--- config.mk ---
export PLATFORM = sky130hd
export DESIGN_NAME = icache_miss_unit_flat
export DESIGN_NICKNAME = d
export VERILOG_FILES = /design/src/verilog/icache_cfg_pkg.sv /design/src/verilog/icache_l2_pkg.sv /design/src/verilog/icache_ifaces.sv /design/src/verilog/icache_miss_unit.sv /design/src/flat_wrapper.sv
export SDC_FILE = /design/constraint.sdc
export NUM_CORES = 1
export LEC_CHECK = 0
export BUFFER_PORTS_ARGS = -buffer_cell sky130_fd_sc_hd__buf_2
export CORE_AREA = 5 5 321 323
export CTS_CLUSTER_SIZE = 14
export DETAILED_ROUTE_END_ITERATION = 8
export DIE_AREA = 0 0 326 328
export HOLD_SLACK_MARGIN = 0.03
export MAX_ROUTING_LAYER = met4
export PLACE_DENSITY = 0.44
export SETUP_SLACK_MARGIN = 0.2
export SYNTH_ARGS = -nofsm -noshare
export SYNTH_HDL_FRONTEND = slang
export SYNTH_SLANG_ARGS = --single-unit
--- constraint.sdc ---
create_clock -name CLK -period 11.59 [get_ports CLK]
set_clock_uncertainty 0.1 [all_clocks]
set_input_delay 0.5795 -clock CLK [delete_from_list [all_inputs] [get_ports CLK]]
set_output_delay 0.5795 -clock CLK [all_outputs]
set_load 0.1 [all_outputs]
--- src/verilog/icache_cfg_pkg.sv ---
package icache_cfg_pkg;

    // ------------------------------
    // cache geometry

    localparam int ICACHE_NUM_SETS = 128;
    localparam int ICACHE_INDEX_WIDTH = $clog2(ICACHE_NUM_SETS);
    localparam int ICACHE_TAG_WIDTH = 22;

    localparam int ICACHE_BLOCK_SIZE = 32;
    localparam int ICACHE_FETCH_WIDTH = 16;
    localparam int ICACHE_FETCH_WORDS = ICACHE_BLOCK_SIZE / ICACHE_FETCH_WIDTH;
    localparam int ICACHE_FETCH_OFFSET_WIDTH = $clog2(ICACHE_FETCH_WORDS);

    localparam int ICACHE_WAYS = 2;

    // tag entry rounded up to whole bytes for the tag RAM
    localparam int ICACHE_TAG_ENTRY_BYTES =
        (ICACHE_WAYS * (ICACHE_TAG_WIDTH + 1) + 7) / 8;

    // ------------------------------
    // types

    // both ways of one set, 46 bits
    typedef struct packed {
        logic [ICACHE_WAYS-1:0]                         valid_by_way;
        logic [ICACHE_WAYS-1:0][ICACHE_TAG_WIDTH-1:0]   tag_by_way;
    } tag_entry_t;

    // one 16B fetch word
    typedef logic [ICACHE_FETCH_WIDTH-1:0][7:0] fetch_word_t;

endpackage

--- src/verilog/icache_l2_pkg.sv ---
package icache_l2_pkg;

    // ------------------------------
    // L2 side widths

    localparam int L1_BLOCK_ADDR_WIDTH =
        icache_cfg_pkg::ICACHE_TAG_WIDTH + icache_cfg_pkg::ICACHE_INDEX_WIDTH;
    localparam int L1_BLOCK_SIZE_BITS = icache_cfg_pkg::ICACHE_BLOCK_SIZE * 8;

    // ------------------------------
    // block address

    typedef struct packed {
        logic [icache_cfg_pkg::ICACHE_TAG_WIDTH-1:0]    tag;
        logic [icache_cfg_pkg::ICACHE_INDEX_WIDTH-1:0]  index;
    } block_addr_fields_t;

    // flat word on the L2 bus, or split into tag and set index
    typedef union packed {
        logic [L1_BLOCK_ADDR_WIDTH-1:0] flat;
        block_addr_fields_t             fields;
    } block_addr_t;

    // whole block, word 0 in the low half
    typedef icache_cfg_pkg::fetch_word_t [icache_cfg_pkg::ICACHE_FETCH_WORDS-1:0]
        block_data_t;

endpackage

--- src/verilog/icache_ifaces.sv ---
`timescale 1ns/100ps

// registered core request and tag read, lookup -> miss unit
interface lookup_if;
    import icache_cfg_pkg::*;

    logic                                   resp_valid;
    logic [ICACHE_INDEX_WIDTH-1:0]          resp_index;
    logic [ICACHE_FETCH_OFFSET_WIDTH-1:0]   resp_offset;
    tag_entry_t                             resp_entry;
    logic                                   resp_lru_way;
    // core miss tag and resp index hit the miss register
    logic                                   miss_match;

    modport source (
        output resp_valid, resp_index, resp_offset, resp_entry, resp_lru_way, miss_match
    );
    modport sink (
        input resp_valid, resp_index, resp_offset, resp_entry, resp_lru_way, miss_match
    );
endinterface

// miss register state and fill writes, miss unit -> lookup
interface fill_if;
    import icache_cfg_pkg::*;
    import icache_l2_pkg::*;

    logic                                   active;
    logic [ICACHE_INDEX_WIDTH-1:0]          index;
    logic [ICACHE_TAG_WIDTH-1:0]            tag;
    logic                                   way;
    logic                                   other_valid;
    logic [ICACHE_TAG_WIDTH-1:0]            other_tag;
    logic                                   write;
    logic [ICACHE_FETCH_OFFSET_WIDTH-1:0]   word_sel;
    fetch_word_t                            word;
    logic                                   bypass;
    block_data_t                            block;

    modport source (
        output active, index, tag, way, other_valid, other_tag,
        output write, word_sel, word, bypass, block
    );
    modport sink (
        input active, index, tag, way, other_valid, other_tag,
        input write, word_sel, word, bypass, block
    );
endinterface

--- src/verilog/icache_miss_unit.sv ---
`timescale 1ns/100ps

module icache_miss_unit (
    input  logic CLK,
    input  logic nRST,

    // core feedback
    input  logic                                            core_resp_miss_valid,
    input  logic [icache_cfg_pkg::ICACHE_TAG_WIDTH-1:0]     core_resp_miss_tag,

    // L2 request
    output logic                                            l2_req_valid,
    output logic [icache_l2_pkg::L1_BLOCK_ADDR_WIDTH-1:0]   l2_req_PA29,
    input  logic                                            l2_req_ready,

    // L2 response
    input  logic                                            l2_resp_valid,
    input  logic [icache_l2_pkg::L1_BLOCK_ADDR_WIDTH-1:0]   l2_resp_PA29,
    input  icache_l2_pkg::block_data_t                      l2_resp_data256,

    lookup_if.sink                                          lk,
    fill_if.source                                          fl
);

    import icache_cfg_pkg::*;
    import icache_l2_pkg::*;

    // ------------------------------
    // miss register

    logic                                   valid, next_valid;
    logic                                   requested, next_requested;
    logic [ICACHE_INDEX_WIDTH-1:0]          index, next_index;
    logic [ICACHE_TAG_WIDTH-1:0]            tag, next_tag;
    logic                                   way, next_way;
    logic                                   other_valid, next_other_valid;
    logic [ICACHE_TAG_WIDTH-1:0]            other_tag, next_other_tag;
    logic                                   data_valid, next_data_valid;
    logic [ICACHE_FETCH_OFFSET_WIDTH-1:0]   word_cnt, next_word_cnt;
    block_data_t                            buffer, next_buffer;
    logic                                   delay, next_delay;

    block_addr_t                            req_addr;
    block_addr_t                            resp_addr;
    logic                                   resp_match;

    // ------------------------------
    // L2 address views

    always_comb begin
        req_addr.fields.tag = tag;
        req_addr.fields.index = index;
        resp_addr.flat = l2_resp_PA29;
        resp_match = l2_resp_valid
            & (resp_addr.fields.tag == tag) & (resp_addr.fields.index == index);
    end

    assign l2_req_valid = valid & ~requested;
    assign l2_req_PA29 = req_addr.flat;

    // ------------------------------
    // next state

    always_comb begin
        next_valid = valid;
        next_requested = requested;
        next_index = index;
        next_tag = tag;
        next_way = way;
        next_other_valid = other_valid;
        next_other_tag = other_tag;
        next_data_valid = data_valid;
        next_word_cnt = word_cnt;
        next_buffer = buffer;
        next_delay = 1'b0;

        // fill words ahead of the last one
        if (valid & data_valid & (word_cnt != '1)) begin
            next_word_cnt = word_cnt + 1'b1;
        end
        // new miss, unless it is the block already held
        else if (core_resp_miss_valid & lk.resp_valid & (~valid | ~lk.miss_match)) begin
            next_valid = 1'b1;
            next_requested = 1'b0;
            next_index = lk.resp_index;
            next_tag = core_resp_miss_tag;
            next_way = lk.resp_lru_way;
            next_other_valid = lk.resp_entry.valid_by_way[~lk.resp_lru_way];
            next_other_tag = lk.resp_entry.tag_by_way[~lk.resp_lru_way];
            next_data_valid = 1'b0;
            next_word_cnt = '0;
        end
        // last word written this cycle
        else if (valid & data_valid) begin
            next_data_valid = 1'b0;
            next_delay = 1'b1;
        end
        else if (valid & delay) begin
            next_valid = 1'b0;
        end
        // waiting on L2
        else if (valid) begin
            if (resp_match) begin
                next_requested = 1'b1;
                next_data_valid = 1'b1;
                next_buffer = l2_resp_data256;
            end
            else if (~requested & l2_req_ready) begin
                next_requested = 1'b1;
            end
        end
    end

    always_ff @(posedge CLK, negedge nRST) begin
        if (~nRST) begin
            valid <= 1'b0;
            requested <= 1'b0;
            index <= '0;
            tag <= '0;
            way <= 1'b0;
            data_valid <= 1'b0;
            word_cnt <= '0;
            delay <= 1'b0;
        end
        else begin
            valid <= next_valid;
            requested <= next_requested;
            index <= next_index;
            tag <= next_tag;
            way <= next_way;
            data_valid <= next_data_valid;
            word_cnt <= next_word_cnt;
            delay <= next_delay;
        end
    end

    always_ff @(posedge CLK) begin
        other_valid <= next_other_valid;
        other_tag <= next_other_tag;
        buffer <= next_buffer;
    end

    // ------------------------------
    // fill outputs

    assign fl.active = valid;
    assign fl.index = index;
    assign fl.tag = tag;
    assign fl.way = way;
    assign fl.other_valid = other_valid;
    assign fl.other_tag = other_tag;
    assign fl.write = valid & data_valid;
    assign fl.word_sel = word_cnt;
    assign fl.word = buffer[word_cnt];
    // buffer holds the block from acceptance through the delay cycle
    assign fl.bypass = valid & (data_valid | delay);
    assign fl.block = buffer;

endmodule

--- src/flat_wrapper.sv ---
// flat-port wrapper written by rule: the top's interface ports become plain ports
module icache_miss_unit_flat import icache_cfg_pkg::*; import icache_l2_pkg::*;
  (CLK, nRST, core_resp_miss_valid, core_resp_miss_tag, l2_req_valid, l2_req_PA29, l2_req_ready, l2_resp_valid, l2_resp_PA29, l2_resp_data256, lk_resp_valid, lk_resp_index, lk_resp_offset, lk_resp_entry, lk_resp_lru_way, lk_miss_match, fl_active, fl_index, fl_tag, fl_way, fl_other_valid, fl_other_tag, fl_write, fl_word_sel, fl_word, fl_bypass, fl_block);
  lookup_if lk_i ();
  fill_if fl_i ();
  input  logic CLK;
  input  logic nRST;
  input  logic core_resp_miss_valid;
  input  logic [icache_cfg_pkg::ICACHE_TAG_WIDTH-1:0] core_resp_miss_tag;
  output logic l2_req_valid;
  output logic [icache_l2_pkg::L1_BLOCK_ADDR_WIDTH-1:0] l2_req_PA29;
  input  logic l2_req_ready;
  input  logic l2_resp_valid;
  input  logic [icache_l2_pkg::L1_BLOCK_ADDR_WIDTH-1:0] l2_resp_PA29;
  input  icache_l2_pkg::block_data_t l2_resp_data256;
  input wire logic [$bits(lk_i.resp_valid)-1:0] lk_resp_valid;
  input wire logic [$bits(lk_i.resp_index)-1:0] lk_resp_index;
  input wire logic [$bits(lk_i.resp_offset)-1:0] lk_resp_offset;
  input wire logic [$bits(lk_i.resp_entry)-1:0] lk_resp_entry;
  input wire logic [$bits(lk_i.resp_lru_way)-1:0] lk_resp_lru_way;
  input wire logic [$bits(lk_i.miss_match)-1:0] lk_miss_match;
  output wire logic [$bits(fl_i.active)-1:0] fl_active;
  output wire logic [$bits(fl_i.index)-1:0] fl_index;
  output wire logic [$bits(fl_i.tag)-1:0] fl_tag;
  output wire logic [$bits(fl_i.way)-1:0] fl_way;
  output wire logic [$bits(fl_i.other_valid)-1:0] fl_other_valid;
  output wire logic [$bits(fl_i.other_tag)-1:0] fl_other_tag;
  output wire logic [$bits(fl_i.write)-1:0] fl_write;
  output wire logic [$bits(fl_i.word_sel)-1:0] fl_word_sel;
  output wire logic [$bits(fl_i.word)-1:0] fl_word;
  output wire logic [$bits(fl_i.bypass)-1:0] fl_bypass;
  output wire logic [$bits(fl_i.block)-1:0] fl_block;
  assign lk_i.resp_valid = lk_resp_valid;
  assign lk_i.resp_index = lk_resp_index;
  assign lk_i.resp_offset = lk_resp_offset;
  assign lk_i.resp_entry = lk_resp_entry;
  assign lk_i.resp_lru_way = lk_resp_lru_way;
  assign lk_i.miss_match = lk_miss_match;
  assign fl_active = fl_i.active;
  assign fl_index = fl_i.index;
  assign fl_tag = fl_i.tag;
  assign fl_way = fl_i.way;
  assign fl_other_valid = fl_i.other_valid;
  assign fl_other_tag = fl_i.other_tag;
  assign fl_write = fl_i.write;
  assign fl_word_sel = fl_i.word_sel;
  assign fl_word = fl_i.word;
  assign fl_bypass = fl_i.bypass;
  assign fl_block = fl_i.block;
  icache_miss_unit u_core (.CLK(CLK), .nRST(nRST), .core_resp_miss_valid(core_resp_miss_valid), .core_resp_miss_tag(core_resp_miss_tag), .l2_req_valid(l2_req_valid), .l2_req_PA29(l2_req_PA29), .l2_req_ready(l2_req_ready), .l2_resp_valid(l2_resp_valid), .l2_resp_PA29(l2_resp_PA29), .l2_resp_data256(l2_resp_data256), .lk(lk_i), .fl(fl_i));
endmodule
=== Word level (Yosys, flattened, before mapping) ===
Index checks and enable logic that the tools add are counted.

* Output and inout port bits: 471
* Input port bits: 369
* Word-level logic and storage cells: 107
* Bits in registers: 314

* Equal/unequal tests: 5
* Magnitude comparators: 2
* $add $sub $neg: 1
* Reductions and logical operators: 11
* Muxes and demuxes: 25
* Bitwise logic cells: 21

{| class="wikitable"
|+ Operators with widths
! cell !! number
|-
| 2-to-1 mux 128 bit || 2
|-
| 2-to-1 mux 22 bit || 2
|-
| == test 22 bit || 1
|-
| 2-to-1 mux 1 bit || 21
|-
| AND 1 bit || 10
|-
| NOT 1 bit || 9
|-
| nonzero test 3 bit || 3
|-
| == test 7 bit || 1
|-
| AND reduction 6 bit || 1
|-
| nonzero test 2 bit || 3
|-
| AND reduction 5 bit || 1
|-
| < comparator 1 x 2 -> 1 bit (second input constant) || 2
|-
| inequality test 2 x 1 -> 1 bit (second input constant) || 2
|-
| AND reduction 4 bit || 1
|-
| inequality test 3 x 2 -> 1 bit (second input constant) || 1
|-
| AND reduction 3 bit || 1
|-
| bitwise OR 1 bit || 2
|-
| AND reduction 2 bit || 1
|-
| adder 1 bit (second input constant) || 1
|}

=== Depth between registers and ports, before layout ===
Gate-level depths: netlist (run 1).

* Word-level depth: 8
* Depth in mapped cells: 7

=== Worst setup path after synthesis (run 1) ===
No wires, ideal clock.

* Kind: register to register
* From: register u_core.tag[4] (netlist: u_core.fl.tag[4])
* To: register u_core.buffer (netlist bit u_core.fl.block[0]) (enable)
* Data arrival time: 12.326 ns
* Data required time: 10.612 ns
* Period minus slack after synthesis: 13.304 ns
* Path slack: -1.714 ns
* Cell stages (with the launch flop): 6
* Cell sequence: dfrtp_1 > xnor2_1 > nand4_1 > nor4_1 > nand4_1 > nor2_1

* Longest elaborated chain between the ends: 4

{| class="wikitable"
|+ RTL lines
! what !! line !! text
|-
| start: declaration || icache_miss_unit.sv:34 || <nowiki>logic [ICACHE_TAG_WIDTH-1:0] tag, next_tag;</nowiki>
|-
| start signal: assignment || icache_miss_unit.sv:129 || <nowiki>tag <= next_tag;</nowiki>
|-
| == test 22 bit || icache_miss_unit.sv:55 || <nowiki>& (resp_addr.fields.tag == tag) & (resp_addr.fields.index == index);</nowiki>
|-
| AND 1 bit (2 in a row) || icache_miss_unit.sv:55 ||
|-
| AND reduction 6 bit (no line) || - ||
|-
| end signal: assignment || icache_miss_unit.sv:140 || <nowiki>buffer <= next_buffer;</nowiki>
|-
| end: declaration || icache_miss_unit.sv:40 || <nowiki>block_data_t buffer, next_buffer;</nowiki>
|}

No other way between the ends.
A chain may end at the register's enable or synchronous reset.

=== Worst setup path in the final report (run 1) ===
* From: register u_core.tag[19] (netlist: u_core.fl.tag[19])
* To: register u_core.buffer (netlist bit u_core.fl.block[34]) (enable)

Same word-level chain as after synthesis.

==> impl_metrics.tcl, run 1 <==
set metrics [dict create \
    seq_area_sq_um 9260 \
    dieWidth_um 326 \
    postCtsSetupBuffers 0 \
    portBuffers 838 \
    ys.flop_type "edfxtp_1" \
    initial_utilization_pct 12.3 \
    fin_area_sq_um 21400 \
    cp.required_ps 11690 \
    r2r_setup_slack_ps 7160 \
    p_comb_share_pct 30.0 \
    report.final.slew_viol_count 0 \
    ctsHoldBuffers 219 \
    cts.reportedPaths.clkPinSlew_ps 60 \
    finalPower_mw 3.82 \
    power.switching_mw 1.43 \
    whs_ps 95.7 \
    die_area_sq_um 107000 \
    vias_per_cell 3.30 \
    syn_nets 978 \
    clk_latency_ps 580 \
    post-route-min-period_ps 4430 \
    vias 9912 \
    synth_warnings 0 \
    outcome "completed" \
    synth-edff-count 279 \
    layout_commonest_cell "buf_2" \
    multiInputGateArea_sq_um 2610 \
    max_clock_freq_mhz 226 \
    grt_overflow 0 \
    layout_setup_ws_ps 7160 \
    yosysTopAreaCell "edfxtp_1" \
    ys_types 29 \
    fin_nets 2034 \
    root_buffer "clkbuf_16" \
    grt_pass1_vias 11100 \
    rows 116 \
    syn_area_sq_um 12200 \
    maxSlewHeadroom_pct 36.5 \
    first_iter_violations 423 \
    fill_cells 10700 \
    post_dp_cell_area_sq_um 17700 \
    tns_ps 0 \
    core-area_sq_um 99600 \
    ant_nets 0 \
    seqPwrFrac_pct 34.1 \
    cp-end-kind "flip-flop" \
    hold_viol 0 \
    rsz0062_at_grt "false" \
    final_cell_mix "838 x buf_2, 279 x edfxtp_1, 219 x dlygate4sd3_1" \
    cts_tree "done" \
    yosysSeqAreaShare_pct 75.8 \
    period_share_pct 38.2 \
    hold_path_class "input port to flip-flop" \
    clock_path_buffers 3 \
    dp_slack_ps 6670 \
    drt_pass1_iterations 4 \
    hold_depth 1 \
    arrival_ps 4530 \
    grt_use_total_pct 10.7 \
    drive_above_1_share_pct 64.4 \
    setup_viol 0 \
    worstHoldEndpoint "u_core.fl.block[51]" \
    boundaryPins 840 \
    routabilityCongestion 0.899 \
    drc 0 \
    netSwitchingFraction_pct 37.6 \
    crit_type "flip-flop to flip-flop" \
    cts_sinks 314 \
    worstHoldStart "l2_resp_data256[51]" \
    h-tree-depth 2 \
    grt_pass1_wl_um 81000 \
    p_leak_nw 8.88 \
    routedWlPerCell_um 19.7 \
    chipHeight_um 328 \
    powerDensity_nw_per_um2 178 \
    syn_area_per_cell_sq_um 20.0 \
    antenna_found_initial 28 \
    syn_inst 609 \
    ir_drop_v 0.000137 \
    cts-resized-gates 0 \
    synth_area_leaders "edfxtp_1 69%, mux2_2 14%, dfrtp_1 7.2%" \
    numCtsBuffers 40 \
    yosys.area.top_type_share_pct 68.7 \
    reg2reg_from "u_core.fl.tag[19]" \
    async_flop_share_pct 11.1 \
    syn_to_final_growth_pct 75.3 \
    max-cap-violations 0 \
    cp_max_fo 72 \
    p_clk_share_pct 35.9 \
    reg2reg_to "u_core.fl.block[34]" \
    p_int_mw 2.38 \
    dpl.hpwl_um 47800 \
    synth_seq_cells 314 \
    drt-total-wl_um 59100 \
    tightest_slew_ps 953 \
    startpoint_type "flip-flop" \
    grt_max_degree 73 \
    reg2regPathDepth 7 \
]
## registers in the layout (all words and copies together) (netlist names)
name / count
u_core.data_valid: 1
u_core.fl.other_valid: 1
u_core.requested: 1
u_core.fl.way: 1
u_core.delay: 1
u_core.fl.index: 7
u_core.fl.block: 256
u_core.fl.other_tag: 22
u_core.fl.active: 1
u_core.fl.word_sel: 1
u_core.fl.tag: 22
## cell families after synthesis
kind of cell | Yosys count | share of synthesized area (%)
xor gates and xnor gates | 29 | 2.08
AOI/OAI and AO/OA | 9 | 0.461
buffers and inverters | 52 | 2.85
muxes | 181 | 17.6
and+or+nand+nor | 24 | 1.20
DFF | 314 | 75.8
## layer usage
metal	global-route usage [%]	routed length, um	vias to the layer above
met3	3.76	5160	108
met5	-	0	-
li1	-	-	4462
met1	11.9	22900	4764
met4	3.21	1850	0
met2	18.2	29200	578
## how the worst max path moves through the flow
stage | end | depth (start not counted) | slack, ps | from
final | u_core.fl.block[34] | 7 | 7160 | u_core.fl.tag[19]
after global routing | u_core.fl.block[32] | 7 | 6730 | u_core.fl.tag[19]
after CTS | u_core.fl.block[34] | 7 | 6900 | u_core.fl.tag[19]
after detailed placement | u_core.fl.block[162] | 8 | 6670 | l2_resp_PA29[26]
after global placement | u_core.fl.block[65] | 8 | 6740 | l2_resp_PA29[4]
after floorplan | u_core.fl.block[0] | 5 | 2640 | u_core.fl.tag[4]
## worst max-delay path, cell delays in order, from the launching register on
cell and delay, ps:
dfrtp_1 420, xnor2_1 210, nand4_1 160, nor4_1 580
nand4_1 310, nor2_4 590, buf_4 710, buf_4 840
## cell usage after synthesis (2+ instances only)
| library cell | count |
|---|---|
| nand2_1 | 3 |
| mux2_4 | 28 |
| nor4_1 | 4 |
| clkbuf_1 | 2 |
| and3_1 | 2 |
| xor2_1 | 12 |
| dfrtp_1 | 35 |
| buf_4 | 29 |
| a21oi_1 | 3 |
| edfxtp_1 | 279 |
| buf_6 | 3 |
| mux2_2 | 153 |
| nor2b_1 | 2 |
| nand4_1 | 5 |
| xnor2_1 | 17 |
| buf_2 | 17 |
| nor2_1 | 3 |
## power by group through the flow
stage	logic [mW]	clock network [mW]	registers, mW
2_1_floorplan	0.763	0	1.47
3_3_place_gp	1.09	0	1.32
3_5_place_dp	1.09	0	1.32
4_1_cts	1.15	1.44	1.30
5_1_grt	1.18	1.48	1.30
6_report	1.15	1.37	1.30
## through the flow
step | std cells | util (%)
3_5_place_dp | 2702 | 17.8
2_1_floorplan | 609 | -
4_1_cts | 2994 | 21.5
5_1_grt | 2999 | 21.5
6_report | 3002 | 21.5
3_3_place_gp | 2702 | 17.8
## final cells by class
type                            instances  share of cell area, %
Sequential cell                       314                   43.3
Timing Repair Buffer                 1065                   30.1
Multi-Input combinational cell        243                   12.2
Tap cell                             1298                   7.59
Clock buffer                           51                   4.97
Clock inverter                         22                   1.74
Antenna cell                            8                 0.0936
Inverter                                1                 0.0175
No activity file was read; power rests on OpenSTA's default activity.
==> run 2: changes to the inputs <==
Settings changed: ABC_AREA set to 1, PLACE_DENSITY 0.44 to 0.43.
Clock period 11.59 ns to 4.6 ns, I/O delays scaled along.
==> run 2 against run 1 <==
Net effect: register-to-register slack got worse by 5700 ps; wire length up 14%; clock-buffer cell count up 3; synthesized cell count increased by 87%.
==> impl_metrics.tcl, run 2 <==
set metrics [dict create \
    dpl.hpwl_um 51400 \
    slowest_stage "dfrtp_4" \
    cp_max_fo 85 \
    ys_types 31 \
    maxSlewHeadroom_pct 36.5 \
    max_clock_freq_mhz 293 \
    fin_nets 2676 \
    cts-resized-gates 0 \
    boundaryPins 840 \
    report.final.slew_viol_count 0 \
    cpMostUsedCell "nand2_1" \
    synth_common_cells "592 x nand2_1, 279 x edfxtp_1, 70 x inv_1" \
    layout_setup_ws_ps 1180 \
    hold_viol 0 \
    final_cell_mix "838 x buf_2, 592 x nand2_1, 337 x dlygate4sd3_1" \
    p_clk_share_pct 36.5 \
    p_int_mw 5.62 \
    path_cells "inv_6 -> buf_4 -> nand2_1 -> nand2_1 -> buf_2" \
    drc 0 \
    routedWlPerCell_um 18.4 \
    syn_nets 1510 \
    first_iter_violations 719 \
    arrival_ps 3090 \
    power.switching_mw 3.20 \
    h-tree-depth 2 \
    rows 116 \
    p_comb_share_pct 25.9 \
    drive_above_1_share_pct 41.8 \
    seqPwrFrac_pct 37.6 \
    outcome "completed" \
    yosysSeqAreaShare_pct 72.5 \
    fill_cells 10800 \
    p_leak_nw 10.5 \
    powerDensity_nw_per_um2 382 \
    dieWidth_um 326 \
    grt_max_degree 86 \
    async_flop_share_pct 11.1 \
    grt_use_total_pct 12.2 \
    synth_area_leaders "edfxtp_1 66%, nand2_1 17%, dfrtp_1 6.9%" \
    max_stage_delay_ps 670 \
    max-cap-violations 0 \
    post_dp_cell_area_sq_um 18400 \
    synth_most_common_cell "nand2_1" \
    synth_seq_cells 314 \
    ir_drop_v 0.000286 \
    post-route-min-period_ps 3420 \
    syn_to_final_growth_pct 81.2 \
    numCtsBuffers 41 \
    cts_sinks 314 \
    syn_area_sq_um 12800 \
    vias_per_cell 3.50 \
    netSwitchingFraction_pct 36.3 \
    yosys.area.top_type_share_pct 65.7 \
    vias 12800 \
    rsz0062_at_grt "false" \
    fin_util_pct 23.2 \
    portBuffers 838 \
    fin_area_sq_um 23100 \
    hold_path_class "input port to flip-flop" \
    yosysTopAreaCell "edfxtp_1" \
    drt_pass1_iterations 4 \
    layout_commonest_cell "buf_2" \
    cts.reportedPaths.clkPinSlew_ps 60 \
    ys.flop_type "edfxtp_1" \
    cts_tree "done" \
    stdcell_count 3648 \
    synth_warnings 0 \
    root_buffer "clkbuf_16" \
    initial_utilization_pct 12.8 \
    grt_pass1_vias 13400 \
    syn_inst 1141 \
    antenna_found_initial 19 \
    cp-end-kind "primary output" \
    core-area_sq_um 99600 \
    clk_latency_ps 580 \
    drt-total-wl_um 67200 \
    setup_viol 0 \
    dp_cells 3225 \
    syn_area_per_cell_sq_um 11.2 \
    die_area_sq_um 107000 \
    cpLargestDelayFamily "buffers and inverters" \
    tightest_slew_ps 953 \
    period_share_pct 74.2 \
    dp_slack_ps 1530 \
    synth-edff-count 279 \
    critical_path_buf_inv_count 3 \
    grt_pass1_wl_um 93400 \
    chipHeight_um 328 \
    startpoint_type "flip-flop" \
    largest_reg_flops 256 \
    clock_path_buffers 3 \
    crit_type "flip-flop to primary output" \
    ant_nets 0 \
    routabilityCongestion 0.872 \
    cp.required_ps 4270 \
    grt_overflow 0 \
]
==> run 2: per-stage QoR <==
stage	power, mW	hold slack [ps]	setup TNS [ps]
3_5_place_dp	5.42	308	0
5_1_grt	9.19	131	0
4_1_cts	8.99	78.5	0
6_report	8.82	140	0
2_1_floorplan	4.99	-166	-988960
3_3_place_gp	5.42	306	0
==> run 2: power by group through the flow <==
stage | Clock, mW | Combinational (mW) | Sequential, mW
6_report | 3.22 | 2.28 | 3.32
5_1_grt | 3.47 | 2.39 | 3.33
4_1_cts | 3.37 | 2.30 | 3.32
3_5_place_dp | 0 | 2.04 | 3.38
3_3_place_gp | 0 | 2.04 | 3.37
2_1_floorplan | 0 | 1.09 | 3.91
==> run 2: routing by layer <==
metal	GRT usage (%)	vias up	part of all wire [%]
met5	-	-	0
met4	4.42	0	3.2
met3	3.00	103	7.1
met2	20.9	626	50
met1	14.0	5987	40
li1	-	6037	-
==> run 2: logic make-up (layout without fill, tap and decap cells) <==
logic type | after synthesis | in the layout | share of synthesized area [%]
xor+xnor | 5 | 5 | 0.343
flops | 314 | 314 | 72.5
compound gates | 33 | 33 | 1.73
simple gates | 650 | 650 | 19.8
buf+inv | 139 | 1337 | 5.56
other cells | 0 | 11 | 0
==> run 2: area by class of cell <==
cell class              instances  area [sq um]  share of cell area (%)
flip-flops and latches        314          9300                    40.2
repair buffers               1190          7750                    33.5
clock buffers                  54          1110                    4.79
diodes                         11          27.5                   0.119
inverters                      72           279                    1.21
multi-input cells             688          2810                    12.2
clock inverters                21           214                   0.926
well taps                    1298          1620                    7.03
==> run 2: path summary, 6_finish.rpt <==
path / from / end / slack (ps) / depth (start not counted)
worst min-delay path: l2_resp_PA29[2] / u_core.data_valid / 140 / 8
min in group asynchronous: nRST / u_core.fl.tag[4] / 260 / 2
max in group asynchronous: nRST / u_core.fl.word_sel / 3430 / 2
worst max-delay path: u_core.fl.word_sel / fl_word[59] / 1180 / 5
worst max register to register: u_core.fl.active / u_core.fl.block[233] / 1510 / 7
worst min register to register: u_core.requested / u_core.requested / 390 / 2
==> run 2: timing repair <==
action | 4_1_cts | 5_1_grt
hold endpoints to repair | 346 | 0
hold buffers | 337 | 0
buffers inserted | 0 | 0
==> run 2: worst register-to-register path, cell delays in order, from the launching register on <==
cell	delay, ps
dfrtp_4	470
nand2_1	70
and3_4	160
dlygate4sd3_1	620
nor2_2	180
nor3b_4	370
buf_12	270
buf_12	410
==> run 3: changes to the inputs <==
Settings changed: ABC_AREA 1 to 0, PLACE_DENSITY 0.43 to 0.44.
Clock period 4.6 ns to 2.79 ns, I/O delays scaled along.
==> run 3 against run 2 <==
Net effect: total power rose by 72%; utilization is 0.060 points lower; worst setup slack got worse by 930 ps; largest cell class unchanged.
==> impl_metrics.tcl, run 3 (synthesized netlist as in run 1, its figures left out) <==
set metrics [dict create \
    reg2reg_to "u_core.fl.block[153]" \
    fill_cells 10600 \
    fin_nets 2196 \
    cts_tree "done" \
    finalPower_mw 15.2 \
    r2r_setup_slack_ps 260 \
    antenna_found_initial 24 \
    cts_sinks 314 \
    drc 0 \
    max-cap-violations 0 \
    dpl.hpwl_um 50900 \
    max_clock_freq_mhz 394 \
    drt_pass1_iterations 4 \
    numCtsBuffers 38 \
    seq_area_sq_um 9320 \
    arrival_ps 2300 \
    ir_drop_v 0.000412 \
    first_iter_violations 461 \
    rsz0062_at_grt "true" \
    setup.worst_path.end "fl_word[110]" \
    grt_pass1_wl_um 85200 \
    boundaryPins 840 \
    multiInputGateArea_sq_um 2690 \
    grt_use_total_pct 11.3 \
    critical_path_buf_inv_count 2 \
    rows 116 \
    crit_type "flip-flop to primary output" \
    setup_viol 0 \
    drive_above_1_share_pct 62.2 \
    core-area_sq_um 99600 \
    chipHeight_um 328 \
    hold_viol 0 \
    tightest_slew_ps 857 \
    reg2reg_from "u_core.fl.tag[3]" \
    outcome "completed" \
    startpoint_type "flip-flop" \
    cp.depth 3 \
    largest_reg_flops 256 \
    cp-end-kind "primary output" \
    path_cells "buf_12 -> mux2_2 -> buf_2" \
    grt_overflow 0 \
    hold_depth 2 \
    root_buffer "clkbuf_16" \
    reg2regPathDepth 8 \
    grt_max_degree 73 \
    ant_nets 0 \
    max_stage_delay_ps 510 \
    final_cell_mix "838 x buf_2, 351 x dlygate4sd3_1, 279 x edfxtp_1" \
    routedWlPerCell_um 20.0 \
    powerDensity_nw_per_um2 658 \
    h-tree-depth 2 \
    drt-total-wl_um 63400 \
    layout_commonest_cell "buf_2" \
    initial_utilization_pct 12.3 \
    cp.required_ps 2550 \
    maxSlewHeadroom_pct 42.9 \
    dieWidth_um 326 \
    period_share_pct 90.9 \
    cpLargestDelayFamily "buffers and inverters" \
    vias 10600 \
    routabilityCongestion 0.912 \
    clk_latency_ps 560 \
    clock_path_buffers 3 \
    hold_path_class "input port to flip-flop" \
    crit_start "u_core.fl.word_sel" \
    slowest_stage "dfrtp_4" \
    portBuffers 838 \
    report.final.slew_viol_count 0 \
    tns_ps 0 \
    p_leak_nw 9.55 \
    vias_per_cell 3.36 \
    cp_max_fo 72 \
    cts.reportedPaths.clkPinSlew_ps 60 \
    die_area_sq_um 107000 \
    grt_pass1_vias 11700 \
    syn_to_final_growth_pct 88.9 \
    post-route-min-period_ps 2540 \
    whs_ps 138 \
]
run 3: changes by cell type in the layout (fill, tap and decap cells not counted), moves of 11 or more:
cell,previous run,this run
o21ai_0,13,1
buf_4,9,22
mux2_2,0,153
nor2_1,23,2
xor2_1,1,12
o21ai_2,14,1
mux2_4,0,28
nand2_1,592,3
dlygate4sd3_1,337,351
inv_1,68,1
run 3: what timing repair did:
action / 4_1_cts / 5_1_grt
setup endpoints to repair: 233 / 233
gates resized for setup: 4 / 19
gates cloned: 0 / 3
pin swaps: 2 / 5
endpoints found under the hold margin: 349 / 0
buffers inserted: 0 / 6
hold buffers: 351 / 0
run 3: where the power goes:
part           switching [mW]  leakage, nW  internal (mW)
sequential              0.116         2.89           5.25
clock                    1.96        0.560           2.71
combinational            3.78         6.10           1.34
total                    5.85         9.55           9.31
run 3: worst reg2reg max path, stage by stage (launching register included):
cell and delay [ps]:
dfrtp_2 420, xnor2_1 250, nand4_1 180, nor4_4 320
nand4_1 200, nor2_4 200, buf_8 160, buf_12 160
buf_12 230
run 3: layout make-up:
cell class	instances	share of cell area (%)
Clock buffer	50	4.32
Inverter	1	0.0163
Multi-Input combinational cell	243	11.7
Sequential cell	314	40.4
Timing Repair Buffer	1229	35.7
Clock inverter	19	0.700
Antenna cell	13	0.141
Tap cell	1298	7.04
run 3: through the flow:
step	instances	setup WS (ps)	util, %	area, sq um
floorplan	609	-2950	-	12300
global placement	2725	34.3	18.2	18100
detailed placement	2725	61.7	18.2	18100
CTS	3145	218	22.9	22800
global route	3162	92.7	23.1	23000
finish	3167	254	23.2	23100
run 3: routing by layer:
metal	track usage [%]	routed length [um]
met3	3.30	4800
met1	12.4	24300
met4	3.83	2090
met5	-	0
met2	19.6	32100
run 3: how the worst min path moves through the flow:
| stage | startpoint | endpoint | slack (ps) |
|---|---|---|---|
| after global placement | nRST | u_core.fl.tag[2] | 190 |
| after floorplan | nRST | u_core.data_valid | -260 |
| after CTS | lk_resp_lru_way | u_core.fl.way | 70 |
| after detailed placement | nRST | u_core.fl.tag[1] | 200 |
| after global routing | lk_resp_lru_way | u_core.fl.way | 110 |
| final | lk_resp_lru_way | u_core.fl.way | 140 |
